[config.mk]
export PLATFORM = sky130hd
export DESIGN_NAME = ext_bus_top
export DESIGN_NICKNAME = d
export VERILOG_FILES = /design/src/hdl/ext_bus_pkg.sv /design/src/hdl/ext_bus_top.sv /design/src/hdl/ext_bus_sequencer.sv /design/src/hdl/ext_data_path.sv /design/src/hdl/ext_addr_path.sv
export VERILOG_INCLUDE_DIRS = /design/src /design/src/hdl
export SDC_FILE = /design/constraint.sdc
export NUM_CORES = 1
export LEC_CHECK = 0
export BUFFER_PORTS_ARGS = -buffer_cell sky130_fd_sc_hd__buf_2
export CORE_MARGIN = 2
export CORE_UTILIZATION = 42
export DETAILED_ROUTE_END_ITERATION = 12
export PLACE_DENSITY_LB_ADDON = 0.05
export SYNTH_ARGS = -nofsm -noshare
export SYNTH_HDL_FRONTEND = slang
export SYNTH_SLANG_ARGS = --single-unit
[constraint.sdc]
create_clock -name clk -period 5.7 [get_ports clk]
set_input_delay 0.285 -clock clk [delete_from_list [all_inputs] [get_ports clk]]
set_output_delay 0.285 -clock clk [all_outputs]
set_load 0.01 [all_outputs]
[src/hdl/ext_bus_defines.svh]
`ifndef EXT_BUS_DEFINES_SVH
`define EXT_BUS_DEFINES_SVH

// Bus widths
`define EXT_ADDR_W 16
`define EXT_DATA_W 8

// Clocks that rd_n or wr_n stay low in one external cycle
`define EXT_CYCLE_CLKS 4

// Region bounds, each the first address of its region
`define EXT_VRAM_LO 16'h8000
`define EXT_RAM_LO  16'hA000
`define EXT_HIGH_LO 16'hFE00

// Read data returned for internal addresses
`define EXT_OPEN_BUS 8'hFF

`endif
[src/hdl/ext_bus_pkg.sv]
`include "ext_bus_defines.svh"

package ext_bus_pkg;

	typedef logic [`EXT_ADDR_W-1:0] bus_addr_t;
	typedef logic [`EXT_DATA_W-1:0] bus_data_t;

	// Request from a bus master, held stable while req is high
	typedef struct packed {
		bus_addr_t addr;
		bus_data_t wdata;
		logic      write;
	} bus_req_t;

	typedef struct packed {
		bus_data_t rdata;
	} bus_rsp_t;

	// Region decode of the selected address
	typedef struct packed {
		logic external;
		logic ram_cs;
	} addr_info_t;

	// Cartridge side, strobes and select active low
	typedef struct packed {
		bus_addr_t addr;
		bus_data_t dout;
		logic      doe;
		logic      rd_n;
		logic      wr_n;
		logic      cs_n;
	} ext_pins_t;

	typedef enum logic [2:0] {
		IDLE,
		SETUP,
		STROBE,
		DONE,
		RELEASE
	} seq_state_t;

endpackage

[src/hdl/ext_bus_top.sv]
`timescale 1ns/1ps
`default_nettype none

module ext_bus_top (
		input  logic                   clk,
		input  logic                   rst_n,
		input  logic                   cpu_req,
		input  ext_bus_pkg::bus_req_t  cpu_req_bus,
		output logic                   cpu_ack,
		output ext_bus_pkg::bus_rsp_t  cpu_rsp,
		input  logic                   dma_req,
		input  ext_bus_pkg::bus_addr_t dma_addr,
		output logic                   dma_ack,
		output ext_bus_pkg::bus_rsp_t  dma_rsp,
		output ext_bus_pkg::ext_pins_t pins,
		input  ext_bus_pkg::bus_data_t pin_din
	);

	import ext_bus_pkg::*;

	logic       sel_dma;
	logic       capture_addr;
	logic       drive_en;
	logic       capture_data;
	addr_info_t info;
	bus_addr_t  pin_addr;
	bus_data_t  dout;
	logic       doe;
	bus_data_t  rdata;

	ext_addr_path addr_path0 (
		.clk          (clk),
		.rst_n        (rst_n),
		.cpu_addr     (cpu_req_bus.addr),
		.dma_addr     (dma_addr),
		.sel_dma      (sel_dma),
		.capture_addr (capture_addr),
		.info         (info),
		.pin_addr     (pin_addr)
	);

	// DMA only reads, so write data always comes from the CPU
	ext_data_path data_path0 (
		.clk          (clk),
		.rst_n        (rst_n),
		.wdata        (cpu_req_bus.wdata),
		.pin_din      (pin_din),
		.drive_en     (drive_en),
		.capture_data (capture_data),
		.dout         (dout),
		.doe          (doe),
		.rdata        (rdata)
	);

	ext_bus_sequencer seq0 (
		.clk          (clk),
		.rst_n        (rst_n),
		.cpu_req      (cpu_req),
		.cpu_req_bus  (cpu_req_bus),
		.dma_req      (dma_req),
		.info         (info),
		.pin_addr     (pin_addr),
		.dout         (dout),
		.doe          (doe),
		.rdata        (rdata),
		.sel_dma      (sel_dma),
		.capture_addr (capture_addr),
		.drive_en     (drive_en),
		.capture_data (capture_data),
		.cpu_ack      (cpu_ack),
		.cpu_rsp      (cpu_rsp),
		.dma_ack      (dma_ack),
		.dma_rsp      (dma_rsp),
		.pins         (pins)
	);

endmodule

`default_nettype wire

[src/hdl/ext_bus_sequencer.sv]
`timescale 1ns/1ps
`default_nettype none

`include "ext_bus_defines.svh"

module ext_bus_sequencer (
		input  logic                    clk,
		input  logic                    rst_n,
		input  logic                    cpu_req,
		input  ext_bus_pkg::bus_req_t   cpu_req_bus,
		input  logic                    dma_req,
		input  ext_bus_pkg::addr_info_t info,
		input  ext_bus_pkg::bus_addr_t  pin_addr,
		input  ext_bus_pkg::bus_data_t  dout,
		input  logic                    doe,
		input  ext_bus_pkg::bus_data_t  rdata,
		output logic                    sel_dma,
		output logic                    capture_addr,
		output logic                    drive_en,
		output logic                    capture_data,
		output logic                    cpu_ack,
		output ext_bus_pkg::bus_rsp_t   cpu_rsp,
		output logic                    dma_ack,
		output ext_bus_pkg::bus_rsp_t   dma_rsp,
		output ext_bus_pkg::ext_pins_t  pins
	);

	import ext_bus_pkg::*;

	localparam int CNT_W = (`EXT_CYCLE_CLKS > 1) ? $clog2(`EXT_CYCLE_CLKS) : 1;
	localparam logic [CNT_W-1:0] LAST_CNT = CNT_W'(`EXT_CYCLE_CLKS - 1);

	seq_state_t       state;
	logic [CNT_W-1:0] cnt;
	logic             grant_dma;
	logic             ext_q;
	logic             ram_q;
	logic             write_q;
	logic             any_req;
	logic             gnt_req;
	logic             last_strobe;
	bus_data_t        rsp_byte;

	assign any_req     = cpu_req || dma_req;
	assign gnt_req     = grant_dma ? dma_req : cpu_req;
	assign last_strobe = (state == STROBE) && (cnt == LAST_CNT);

	// In IDLE the mux follows the arbiter so the decode is valid on the granting edge
	assign sel_dma      = (state == IDLE) ? dma_req : grant_dma;
	assign capture_addr = (state == IDLE) && any_req;
	assign capture_data = last_strobe && !write_q;
	assign drive_en     = ext_q && write_q &&
		((state == SETUP) || ((state == STROBE) && !last_strobe));

	always_ff @(posedge clk) begin
		if (!rst_n) begin
			state     <= IDLE;
			cnt       <= '0;
			grant_dma <= 1'b0;
			ext_q     <= 1'b0;
			ram_q     <= 1'b0;
			write_q   <= 1'b0;
			cpu_ack   <= 1'b0;
			dma_ack   <= 1'b0;
		end else begin
			case (state)
				IDLE: begin
					// DMA wins a tie
					if (any_req) begin
						grant_dma <= dma_req;
						ext_q     <= info.external;
						ram_q     <= info.ram_cs;
						write_q   <= !dma_req && cpu_req_bus.write;
						state     <= SETUP;
					end
				end
				SETUP: begin
					cnt   <= '0;
					state <= ext_q ? STROBE : DONE;
				end
				STROBE: begin
					cnt <= cnt + 1'b1;
					if (last_strobe) begin
						state <= DONE;
					end
				end
				DONE: begin
					if (grant_dma) begin
						dma_ack <= 1'b1;
					end else begin
						cpu_ack <= 1'b1;
					end
					state <= RELEASE;
				end
				RELEASE: begin
					// Grant is kept until the owner drops req
					if (!gnt_req) begin
						cpu_ack <= 1'b0;
						dma_ack <= 1'b0;
						state   <= IDLE;
					end
				end
				default: state <= IDLE;
			endcase
		end
	end

	// Internal accesses read as open bus
	assign rsp_byte = (ext_q && !write_q) ? rdata : `EXT_OPEN_BUS;

	assign cpu_rsp.rdata = rsp_byte;
	assign dma_rsp.rdata = rsp_byte;

	always_comb begin
		pins.addr = pin_addr;
		pins.dout = dout;
		pins.doe  = doe;
		pins.rd_n = !((state == STROBE) && !write_q);
		pins.wr_n = !((state == STROBE) && write_q);
		pins.cs_n = !(ram_q && (state inside {SETUP, STROBE, DONE}));
	end

endmodule

`default_nettype wire

[src/hdl/ext_data_path.sv]
`timescale 1ns/1ps
`default_nettype none

module ext_data_path (
		input  logic                   clk,
		input  logic                   rst_n,
		input  ext_bus_pkg::bus_data_t wdata,
		input  ext_bus_pkg::bus_data_t pin_din,
		input  logic                   drive_en,
		input  logic                   capture_data,
		output ext_bus_pkg::bus_data_t dout,
		output logic                   doe,
		output ext_bus_pkg::bus_data_t rdata
	);

	// drive_en leads the write strobe by one clock
	always_ff @(posedge clk) begin
		if (!rst_n) begin
			doe <= 1'b0;
		end else begin
			doe <= drive_en;
		end
	end

	always_ff @(posedge clk) begin
		if (drive_en) begin
			dout <= wdata;
		end
	end

	// Held until the next read, stable through ack
	always_ff @(posedge clk) begin
		if (capture_data) begin
			rdata <= pin_din;
		end
	end

endmodule

`default_nettype wire

[src/hdl/ext_addr_path.sv]
`timescale 1ns/1ps
`default_nettype none

`include "ext_bus_defines.svh"

module ext_addr_path (
		input  logic                    clk,
		input  logic                    rst_n,
		input  ext_bus_pkg::bus_addr_t  cpu_addr,
		input  ext_bus_pkg::bus_addr_t  dma_addr,
		input  logic                    sel_dma,
		input  logic                    capture_addr,
		output ext_bus_pkg::addr_info_t info,
		output ext_bus_pkg::bus_addr_t  pin_addr
	);

	import ext_bus_pkg::*;

	bus_addr_t src_addr;
	logic      in_rom;
	logic      in_ram;

	// DMA owns the address mux while it holds the grant
	assign src_addr = sel_dma ? dma_addr : cpu_addr;

	// ROM below 8000, cartridge and work RAM from A000 up to the high page
	assign in_rom = src_addr < `EXT_VRAM_LO;
	assign in_ram = (src_addr >= `EXT_RAM_LO) && (src_addr < `EXT_HIGH_LO);

	always_comb begin
		info.external = in_rom || in_ram;
		info.ram_cs   = in_ram;
	end

	// Pin latch only opens for external cycles, so idle pins keep the last address
	always_ff @(posedge clk) begin
		if (!rst_n) begin
			pin_addr <= '0;
		end else if (capture_addr && info.external) begin
			pin_addr <= src_addr;
		end
	end

endmodule

`default_nettype wire

# Word level (Yosys, flattened, before mapping)
# Cells that the tools add are included.
# Widths: inputs -> output; s select.
[word_totals]
ff_bits = 44
latchBits = 0
mem_bits_rw = 0
romBits = 0
input_bits = 53
out_inout_bits = 46
elab_cells = 71
n_memories = 0
[op_classes]
n_addsub = 1
multipliers = 0
div = 0
n_lt_le_gt_ge = 3
eq_ne = 10
shift = 0
muxes = 15
bitwise = 0
reduce_logical = 30
[ops]
columns = ["cell", "n"]
rows = [
  ["$lt 16x16->1 const B", 2],
  ["$ge 16x16->1 const B", 1],
  ["$mux 16", 1],
  ["$pmux 3 s5", 1],
  ["$logic_and 1x1->1", 13],
  ["$mux 3", 3],
  ["$reduce_and 3->1", 3],
  ["$mux 8", 1],
  ["$eq 3x2->1 const B", 2],
  ["$logic_not 1->1", 6],
  ["$mux 1", 6],
  ["$ne 2x1->1 const B", 3],
  ["$ne 2x2->1 const B", 2],
  ["$pmux 1 s2", 2],
  ["$pmux 2 s2", 1],
  ["$reduce_bool 2->1", 2],
  ["$eq 3x1->1 const B", 1],
  ["$eq 3x3->1 const B", 1],
  ["$logic_not 3->1", 1],
  ["$logic_or 1x1->1", 3],
  ["$reduce_bool 3->1", 1],
  ["$add 2x1->2 const B", 1],
  ["$eq 2x2->1 const B", 1],
  ["$reduce_and 2->1", 1],
]

# Logic depth before layout (Yosys ltp)
# Gate-level depths: netlist of run 1.
[depth]
depth_word = 7
mapped_depth = 8
depth_no_buf = 5

# Cells and area by module
# Synthesis of run 1 repeated with hierarchy kept, for this count alone.
[unflattened]
hier_cells = 231
area_unflattened_um2 = 2362.3
[modules_own_cells]
columns = ["mod", "instances", "cells_per_inst", "area_per_inst_um2", "seq_area_each_um2"]
rows = [
  ["ext_addr_path", 1, 103, 929.6, 320.3],
  ["ext_bus_sequencer", 1, 110, 925.9, 220.2],
  ["ext_data_path", 1, 18, 506.7, 500.5],
]

# Worst setup path before layout of run 1
# No wires, ideal clock.
[synth_path]
path_type = "flip-flop to flip-flop"
startpoint = "register seq0.state[0]"
endpoint = "register addr_path0.pin_addr[5]"
setup_time_ns = 0.124
t_arrival_ns = 2.160
required_time_ns = 5.576
setup_slack_ns = 3.416
path_stages_with_launch = 7
path_buffers = 1
synth_period_minus_slack_ns = 2.284
path_cell_list = "dfxtp_1 -> nor3_4 -> mux2i_2 -> mux2_2 -> a211oi_2 -> buf_4 -> o22ai_1"
[synth_via]
elab_chain_cells = 7
word_cells_on_any_way = 10
cone_classes = "order compare: 3; mux: 2; reduce/logical: 5"
[synth_rtl]
columns = ["item", "line", "rtl"]
rows = [
  ["start, declared", "ext_bus_sequencer.sv:33", "seq_state_t state;"],
  ["start signal, assigned", "ext_bus_sequencer.sv:79", "state <= ext_q ? STROBE : DONE;"],
  ["$logic_not 3->1 *", "ext_bus_sequencer.sv:49, ext_bus_sequencer.sv:50", ""],
  ["$mux 1", "ext_bus_sequencer.sv:49", "assign sel_dma = (state == IDLE) ? dma_req : grant_dma;"],
  ["$mux 16", "ext_addr_path.sv:24", "assign src_addr = sel_dma ? dma_addr : cpu_addr;"],
  ["$ge 16x16->1 (no source line) / $lt 16x16->1 (equally long branches)", "-", ""],
  ["$logic_and 1x1->1", "ext_addr_path.sv:28", "assign in_ram = (src_addr >= `EXT_RAM_LO) && (src_addr < `EXT_HIGH_LO);"],
  ["$logic_or 1x1->1", "ext_addr_path.sv:31", "info.external = in_rom || in_ram;"],
  ["$logic_and 1x1->1", "ext_addr_path.sv:39", "end else if (capture_addr && info.external) begin"],
  ["end signal, assigned", "ext_addr_path.sv:40", "pin_addr <= src_addr;"],
  ["end, declared", "ext_addr_path.sv:14", "output ext_bus_pkg::bus_addr_t pin_addr"],
]
# Every way passes the cells marked *; elsewhere a longest branch is shown, timed or not.
# A chain may end at the register's enable or synchronous reset.

# Worst setup path after layout of run 1
[layout_path]
startpoint = "register seq0.state[0]"
endpoint = "register addr_path0.pin_addr[1]"
# Same word-level chain as after synthesis.

==> results by group, run 1 <==
Pwr
  – P_sw: 362 µW
  – Combinational Power Share: 35.9%
  – LEAKAGE: 0.00116 µW
  – Sw Ratio: 34.6%
  – Peak supply drop: 0.000191 V
  – Flop pwr share: 40.6%
  – Cell Pwr Density: 394 nW/µm²
  – Power Internal: 683 µW
  – Clock share of power: 23.4%

Clock tree
  – H-tree depth: 2
  – Clock Path Buffers: 2
  – Setup bufs post-CTS: 0
  – Clk root buf: clkbuf_8
  – # hold bufs at CTS: 0
  – CTS tree: yes
  – Post_cts resized: 0
  – Clk pin slew, worst setup/hold paths: 0.09 ns
  – Num CTS Buffers: 5
  – Clock sink count: 44
  – Clk_lat worst skew: 0.30 ns

Logic synthesis
  – #FFs+latches synth: 44
  – Xor/xnor cell area share of the yosys netlist: 0.424%
  – Distinct cells, synth: 42
  – Prevailing post-synth register cell: dfxtp_1
  – Adder-cell share of the synthesized area: 0.606%
  – Mux cell area share after synthesis: 9.52%
  – Top-area cell type share of the netlist area: 27.2%
  – Synth Area in Simple Gates: 17.8%
  – Synth Area in Compound Gates: 14.5%
  – Synth area leader: dfxtp_1
  – Largest family of logic cells by synthesized area: simple AND/OR/NAND/NOR gates
  – Synth Cell Area: 2060 µm²
  – Synth top area cells: dfxtp_1 (27%), edfxtp_1 (23%), mux2i_1 (7.8%)
  – Syn. warnings: 0
  – Mean Syn Cell Area: 10.3 µm²
  – Post-synthesis sequential area ratio: 50.4%
  – EDFF count, synth: 16
  – Asr flop ratio synth: 0%
  – Post-Synthesis Net Count: 254
  – Synth Instances: 200

Floorplanning
  – Top Ports: 99
  – Die Height: 74.1 µm
  – Die width: 74.1 µm
  – Core area: 4720 µm²
  – Total die area: 5490 µm²
  – Std cell rows: 25
  – Initial core utilization: 43.7%

STA
  – WHS: 0.148 ns
  – Min Tclk post-route: 2.64 ns
  – RSZ-0062 raised after global routing: false
  – Slew margin rel.: 52.1%
  – Max Fclk: 379 MHz
  – Max-slew violations: 0
  – Final setup vio count: 0
  – Final Hold Fails: 0
  – Fin Setup TNS: 0 ns
  – Tightest Pin Transition: 0.718 ns
  – Period utilization: 46.3%
  – Layout Skew: 0.00429 ns

Detailed routing
  – Post-route ant nets: 0
  – Routed len/inst: 12.4 µm
  – WL final: 4.43 mm
  – Via count: 1,764
  – First DRT Iteration DRCs: 61
  – DR vias/cell: 4.96
  – DRT Pass-1 Iters: 4
  – # DRC: 0

Outcome
  – Status: completed

Place
  – HPWL after DPL: 3.34 mm
  – Port Buffers: 98
  – GPL Wtd Cong: 0.738

Finish
  – Antenna cells: 0
  – Fillers: 441
  – Nets: 342
  – Syn-to-layout area delta: 28.6%
  – Fraction of layout cells with a size suffix above 1: 42.9%

Worst setup path
  – Crit path DAT: 2.86 ns
  – CP max FO: 18
  – Critical Path RT: 5.92 ns
  – Crit path buf inv count: 1
  – Slowest CP cell: or4_1
  – CP Class: flop to flop
  – Crit path capture type: flop
  – CP delay by family, top: simple AND/OR/NAND/NOR gates
  – Crit start category: flop
  – CP max stage delay: 0.87 ns
  – Worst path cell trace: nor3_4 -> mux2i_2 -> buf_4 -> nor4_1 -> or4_1 -> o22ai_1

Global routing
  – Vias in the first global route: 1,568
  – All-Layer GR Usage: 16.3%
  – Initial antenna violation count: 0
  – Largest net degree at the start of global routing: 21
  – GRT overflow: 0
  – First-pass GRT wire length: 6.87 mm

Job
  – MaxCap Viol Count: 0

Worst hold path
  – Hold crit path type: primary input to flop
## sequential cells by signal, indices dropped and copies added (netlist names)
register,count
addr_path0.pin_addr,16
data_path0.doe,1
data_path0.dout,8
data_path0.rdata,8
seq0.cnt,2
seq0.cpu_ack,1
seq0.dma_ack,1
seq0.ext_q,1
seq0.grant_dma,1
seq0.ram_q,1
seq0.state,3
seq0.write_q,1
## final timing paths
path / startpoint / slack [ns] / cells after the start / to
worst max-delay path: seq0.state[0]$_SDFFE_PN0P_ / 3.06 / 6 / addr_path0.pin_addr[1]$_SDFFE_PN0P_
worst min-delay path: cpu_req_bus[8] / 0.15 / 1 / data_path0.dout[7]$_DFFE_PP_
worst max register to register: seq0.state[0]$_SDFFE_PN0P_ / 3.06 / 6 / addr_path0.pin_addr[1]$_SDFFE_PN0P_
worst min register to register: addr_path0.pin_addr[5]$_SDFFE_PN0P_ / 0.47 / 2 / addr_path0.pin_addr[5]$_SDFFE_PN0P_
## Yosys cell counts (2+ instances only)
cell type  instances
dfxtp_1           28
nand2_1           26
edfxtp_1          16
mux2i_1           16
nor2_1            16
nand2b_1          12
buf_4             10
o22ai_2            9
clkbuf_1           8
o22ai_1            6
a21oi_1            5
inv_1              4
nand3_1            3
nor2b_1            3
nor3_1             3
o21ai_0            3
a22oi_1            2
mux2_2             2
nand4_1            2
o211ai_1           2
o22a_1             2
or3_1              2
## per-layer routing
| metal | part of all wire [%] | vias up | track usage, % |
|---|---|---|---|
| met1 | 45 | 808 | 21.1 |
| met4 | 1.3 | 0 | 6.06 |
| met5 | 0 | - | 0 |
| li1 | - | 878 | - |
| met3 | 7.9 | 8 | 5.42 |
| met2 | 46 | 70 | 25.4 |
## worst register-to-register path, cell delays in order (launching register included)
cell     delay (ns)
dfxtp_1        0.47
nor3_4         0.34
mux2i_2        0.23
buf_4          0.31
nor4_1         0.10
or4_1          0.87
o22ai_1        0.23
## through the flow
step / utilization [%] / std cells / setup slack (ns) / cell area [µm²] / total power [µW]
after CTS: 56.2 / 356 / 3.05 / 2660 / 1060
after detailed placement: 53.8 / 348 / 3.06 / 2540 / 811
after floorplan: - / 200 / 3.42 / 2060 / 711
after global routing: 56.2 / 356 / 2.87 / 2660 / 1120
after global placement: 53.8 / 348 / 3.14 / 2540 / 811
final: 56.2 / 356 / 3.06 / 2660 / 1050
## cell usage in the layout (no fill, tap or decap), types with 2 or more instances in the layout
cell and instances:
a21oi_1 5, a22oi_1 2, buf_2 98, buf_4 3, clkbuf_8 5, dfxtp_1 28
edfxtp_1 16, inv_1 4, mux2_2 2, mux2i_1 16, nand2_1 26, nand2b_1 12
nand3_1 3, nand4_1 2, nor2_1 16, nor2b_1 3, nor3_1 3, o211ai_1 2
o21ai_0 3, o22a_1 2, o22ai_1 6, o22ai_2 9, or3_1 2
## kinds of logic after synthesis
| family | after synthesis |
|---|---|
| adder cells (fa/ha/maj) | 1 |
| XOR/XNOR | 1 |
| multiplexers | 19 |
| flip-flops | 44 |
| AND/OR/NAND/NOR | 74 |
| buffers and inverters | 25 |
| AO/OA/AOI/OAI | 36 |
## power by group through the flow
stage	sequential [µW]	combinational (µW)	clock (µW)
detailed placement	432	379	0
floorplan	428	283	0
global placement	431	380	0
global route	434	420	263
finish	425	375	245
CTS	425	379	252
## area by class of cell
type | instances | area (µm²) | share of cell area, %
clock inverter | 3 | 46.3 | 1.74
clock buffer | 5 | 68.8 | 2.59
inverter | 5 | 18.8 | 0.707
sequential | 44 | 1040 | 39.2
tap | 67 | 83.8 | 3.16
multi-input combinational | 131 | 883 | 33.3
timing repair buffer | 101 | 513 | 19.3
Note: power is estimated with default switching activity, not from simulation.
==> run 2: changes to the inputs <==
Clock period 5.7 ns to 2.6 ns, I/O delays scaled along.
==> run 2 against run 1 <==
Against the previous run: clock-buffer cell count unchanged; sequential cell count unchanged; worst hold slack worse by 0.13 ns; register-to-register slack worse by 2.7 ns; critical path depth up 1; power up 110%; worst setup slack worse by 2.7 ns; critical path type unchanged; critical endpoint is now addr_path0.pin_addr[5]$_SDFFE_PN0P_; largest cell class unchanged; largest power group unchanged.
==> results by group, run 2 (same netlist as run 1, synthesis figures left out) <==
Outcome
  – Status: completed

Worst setup path
  – FF-to-FF path depth: 7 (+1)
  – Crit start category: flop
  – Worst path cell trace: nor3_4 -> mux2i_2 -> buf_4 -> and3_1 -> or4_1 -> buf_4 -> o22ai_1
  – CP delay by family, top: simple AND/OR/NAND/NOR gates
  – CP Class: flop to flop
  – Crit path DAT: 2.46 ns (-0.40 ns)
  – R2R setup slack: 0.35 ns (-2.71 ns)
  – R2r startpoint: seq0.state[2]$_SDFFE_PN0P_
  – Critical Path RT: 2.81 ns (-3.11 ns)
  – CP max stage delay: 0.52 ns (-0.35 ns)
  – Worst reg2reg endpoint: addr_path0.pin_addr[5]$_SDFFE_PN0P_
  – Crit path capture type: flop
  – Worst setup path start: seq0.state[2]$_SDFFE_PN0P_
  – CP Depth: 7 (+1)
  – Slowest CP cell: or4_1
  – Crit path top cell by count: buf_4
  – CP max FO: 16 (-2)
  – Crit path to: addr_path0.pin_addr[5]$_SDFFE_PN0P_
  – Crit path buf inv count: 2 (+1)

STA
  – Layout Skew: 0.00739 ns (+0.00310 ns)
  – Period utilization: 86.5% (+40 points)
  – Max-slew violations: 0 (unchanged)
  – Max Fclk: 445 MHz (+17%)
  – Final Hold Fails: 0 (unchanged)
  – Slew margin rel.: 53.4% (+1.3 points)
  – Min Tclk post-route: 2.25 ns (-0.393 ns)
  – Fin Setup TNS: 0 ns (unchanged)
  – RSZ-0062 raised after global routing: false
  – PnR worst setup slack: 0.352 ns (-2.71 ns)
  – Tightest Pin Transition: 0.696 ns (-0.0222 ns)
  – Final setup vio count: 0 (unchanged)

Detailed routing
  – Via count: 1,765 (+0.057%)
  – Routed len/inst: 12.3 µm (-0.94%)
  – Post-route ant nets: 0 (unchanged)
  – WL met1: 2.04 mm (+2.3%)
  – Top sig layer: met4
  – DRT Pass-1 Iters: 6 (+2)
  – First DRT Iteration DRCs: 68 (+11%)
  – Met3 WL: 298 µm (-15%)
  – DR vias/cell: 4.77 (-3.7%)
  – # DRC: 0 (unchanged)
  – WL final: 4.56 mm (+3.0%)
  – Met2 WL: 2.19 mm (+8.2%)

Clock tree
  – Post_cts resized: 0 (unchanged)
  – CTS tree: yes
  – Clock sink count: 44 (unchanged)
  – Clk_lat worst skew: 0.29 ns (about the same)
  – Clk pin slew, worst setup/hold paths: 0.08 ns (about the same)
  – Clk root buf: clkbuf_8
  – Clock Path Buffers: 2 (unchanged)
  – Num CTS Buffers: 5 (unchanged)
  – H-tree depth: 2 (unchanged)

Place
  – Post-DP Area: 2560 µm² (+0.89%)
  – Dpl ws: 0.395 ns (-2.67 ns)
  – HPWL after DPL: 3.34 mm (about the same)
  – GPL Wtd Cong: 0.709 (-4.0%)
  – Port Buffers: 98 (unchanged)

Pwr
  – LEAKAGE: 0.00121 µW (+4.3%)
  – Total power: 2190 µW (+110%)
  – Cell Pwr Density: 795 nW/µm² (+100%)
  – Peak supply drop: 0.000397 V (+110%)

Finish
  – Most frequent cells in the layout: buf_2 (98), dfxtp_1 (28), nand2_1 (26)
  – Top reg by flops: addr_path0.pin_addr
  – Most common cell after layout, fill and taps aside: buf_2
  – Top Registers: addr_path0.pin_addr: 16 flops, data_path0.dout: 8 flops, data_path0.rdata: 8 flops
  – Syn-to-layout area delta: 33.5%
  – Design area: 2760 µm² (+3.8%)
  – Fin util: 58.3% (+2.1 points)
  – Fraction of layout cells with a size suffix above 1: 41.6% (-1.3 points)
  – Nets: 356 (+4.1%)
  – Antenna cells: 0 (unchanged)
  – Max reg flops: 16 (unchanged)

Global routing
  – Initial antenna violation count: 0 (unchanged)
  – First-pass GRT wire length: 6.90 mm (+0.51%)
  – All-Layer GR Usage: 16.6% (+0.30 points)
  – Largest net degree at the start of global routing: 21 (unchanged)
  – Vias in the first global route: 1,489 (-5.0%)
  – GRT overflow: 0 (unchanged)

Floorplanning
  – Core area: 4720 µm² (unchanged)
  – Initial core utilization: 43.7% (unchanged)
  – Die width: 74.1 µm (unchanged)
  – Total die area: 5490 µm² (unchanged)
  – Top Ports: 99 (unchanged)
  – Std cell rows: 25 (unchanged)
  – Die Height: 74.1 µm (unchanged)

Worst hold path
  – Hold crit path type: primary input to flop
  – Hold wc startpoint: pin_din[3]

Job
  – MaxCap Viol Count: 0 (unchanged)
[run 2: worst min-delay path by stage]
stage	cells past startpoint	to	slack (ns)
after global routing	1	data_path0.rdata[0]$_DFFE_PP_	0.003
after CTS	1	data_path0.dout[3]$_DFFE_PP_	0.00009
after floorplan	0	data_path0.dout[0]$_DFFE_PP_	0.23
final	1	data_path0.rdata[3]$_DFFE_PP_	0.02
after detailed placement	1	data_path0.dout[0]$_DFFE_PP_	0.31
after global placement	1	data_path0.rdata[0]$_DFFE_PP_	0.31
[run 2: metrics by stage]
| stage | hold slack [ns] | cells |
|---|---|---|
| floorplan | 0.229 | 200 |
| global placement | 0.307 | 351 |
| CTS | 0.0000950 | 359 |
| finish | 0.0185 | 370 |
| global route | 0.00271 | 370 |
| detailed placement | 0.308 | 351 |
[run 2: final cells by class]
class | instances | area [µm²]
Fill cell | 435 | 1970
Sequential cell | 44 | 1040
Multi-Input combinational cell | 131 | 883
Timing Repair Buffer | 115 | 646
Tap cell | 67 | 83.8
Clock buffer | 5 | 68.8
Inverter | 5 | 18.8
Clock inverter | 3 | 13.8
[run 2: what timing repair did]
item                                   in CTS  in global routing
buffers inserted                            0                  0
hold buffers                                0                 11
endpoints found under the hold margin       0                 11
[run 2: metal layers]
metal | up-vias | global-route usage (%)
li1 | 907 | -
met1 | 791 | 22.0
met2 | 65 | 25.4
met3 | 2 | 5.28
met4 | 0 | 6.26
met5 | - | 0
[run 2: power by group]
group	switching (µW)	internal (µW)
registers	88.5	823
clock network	214	182
logic	468	413
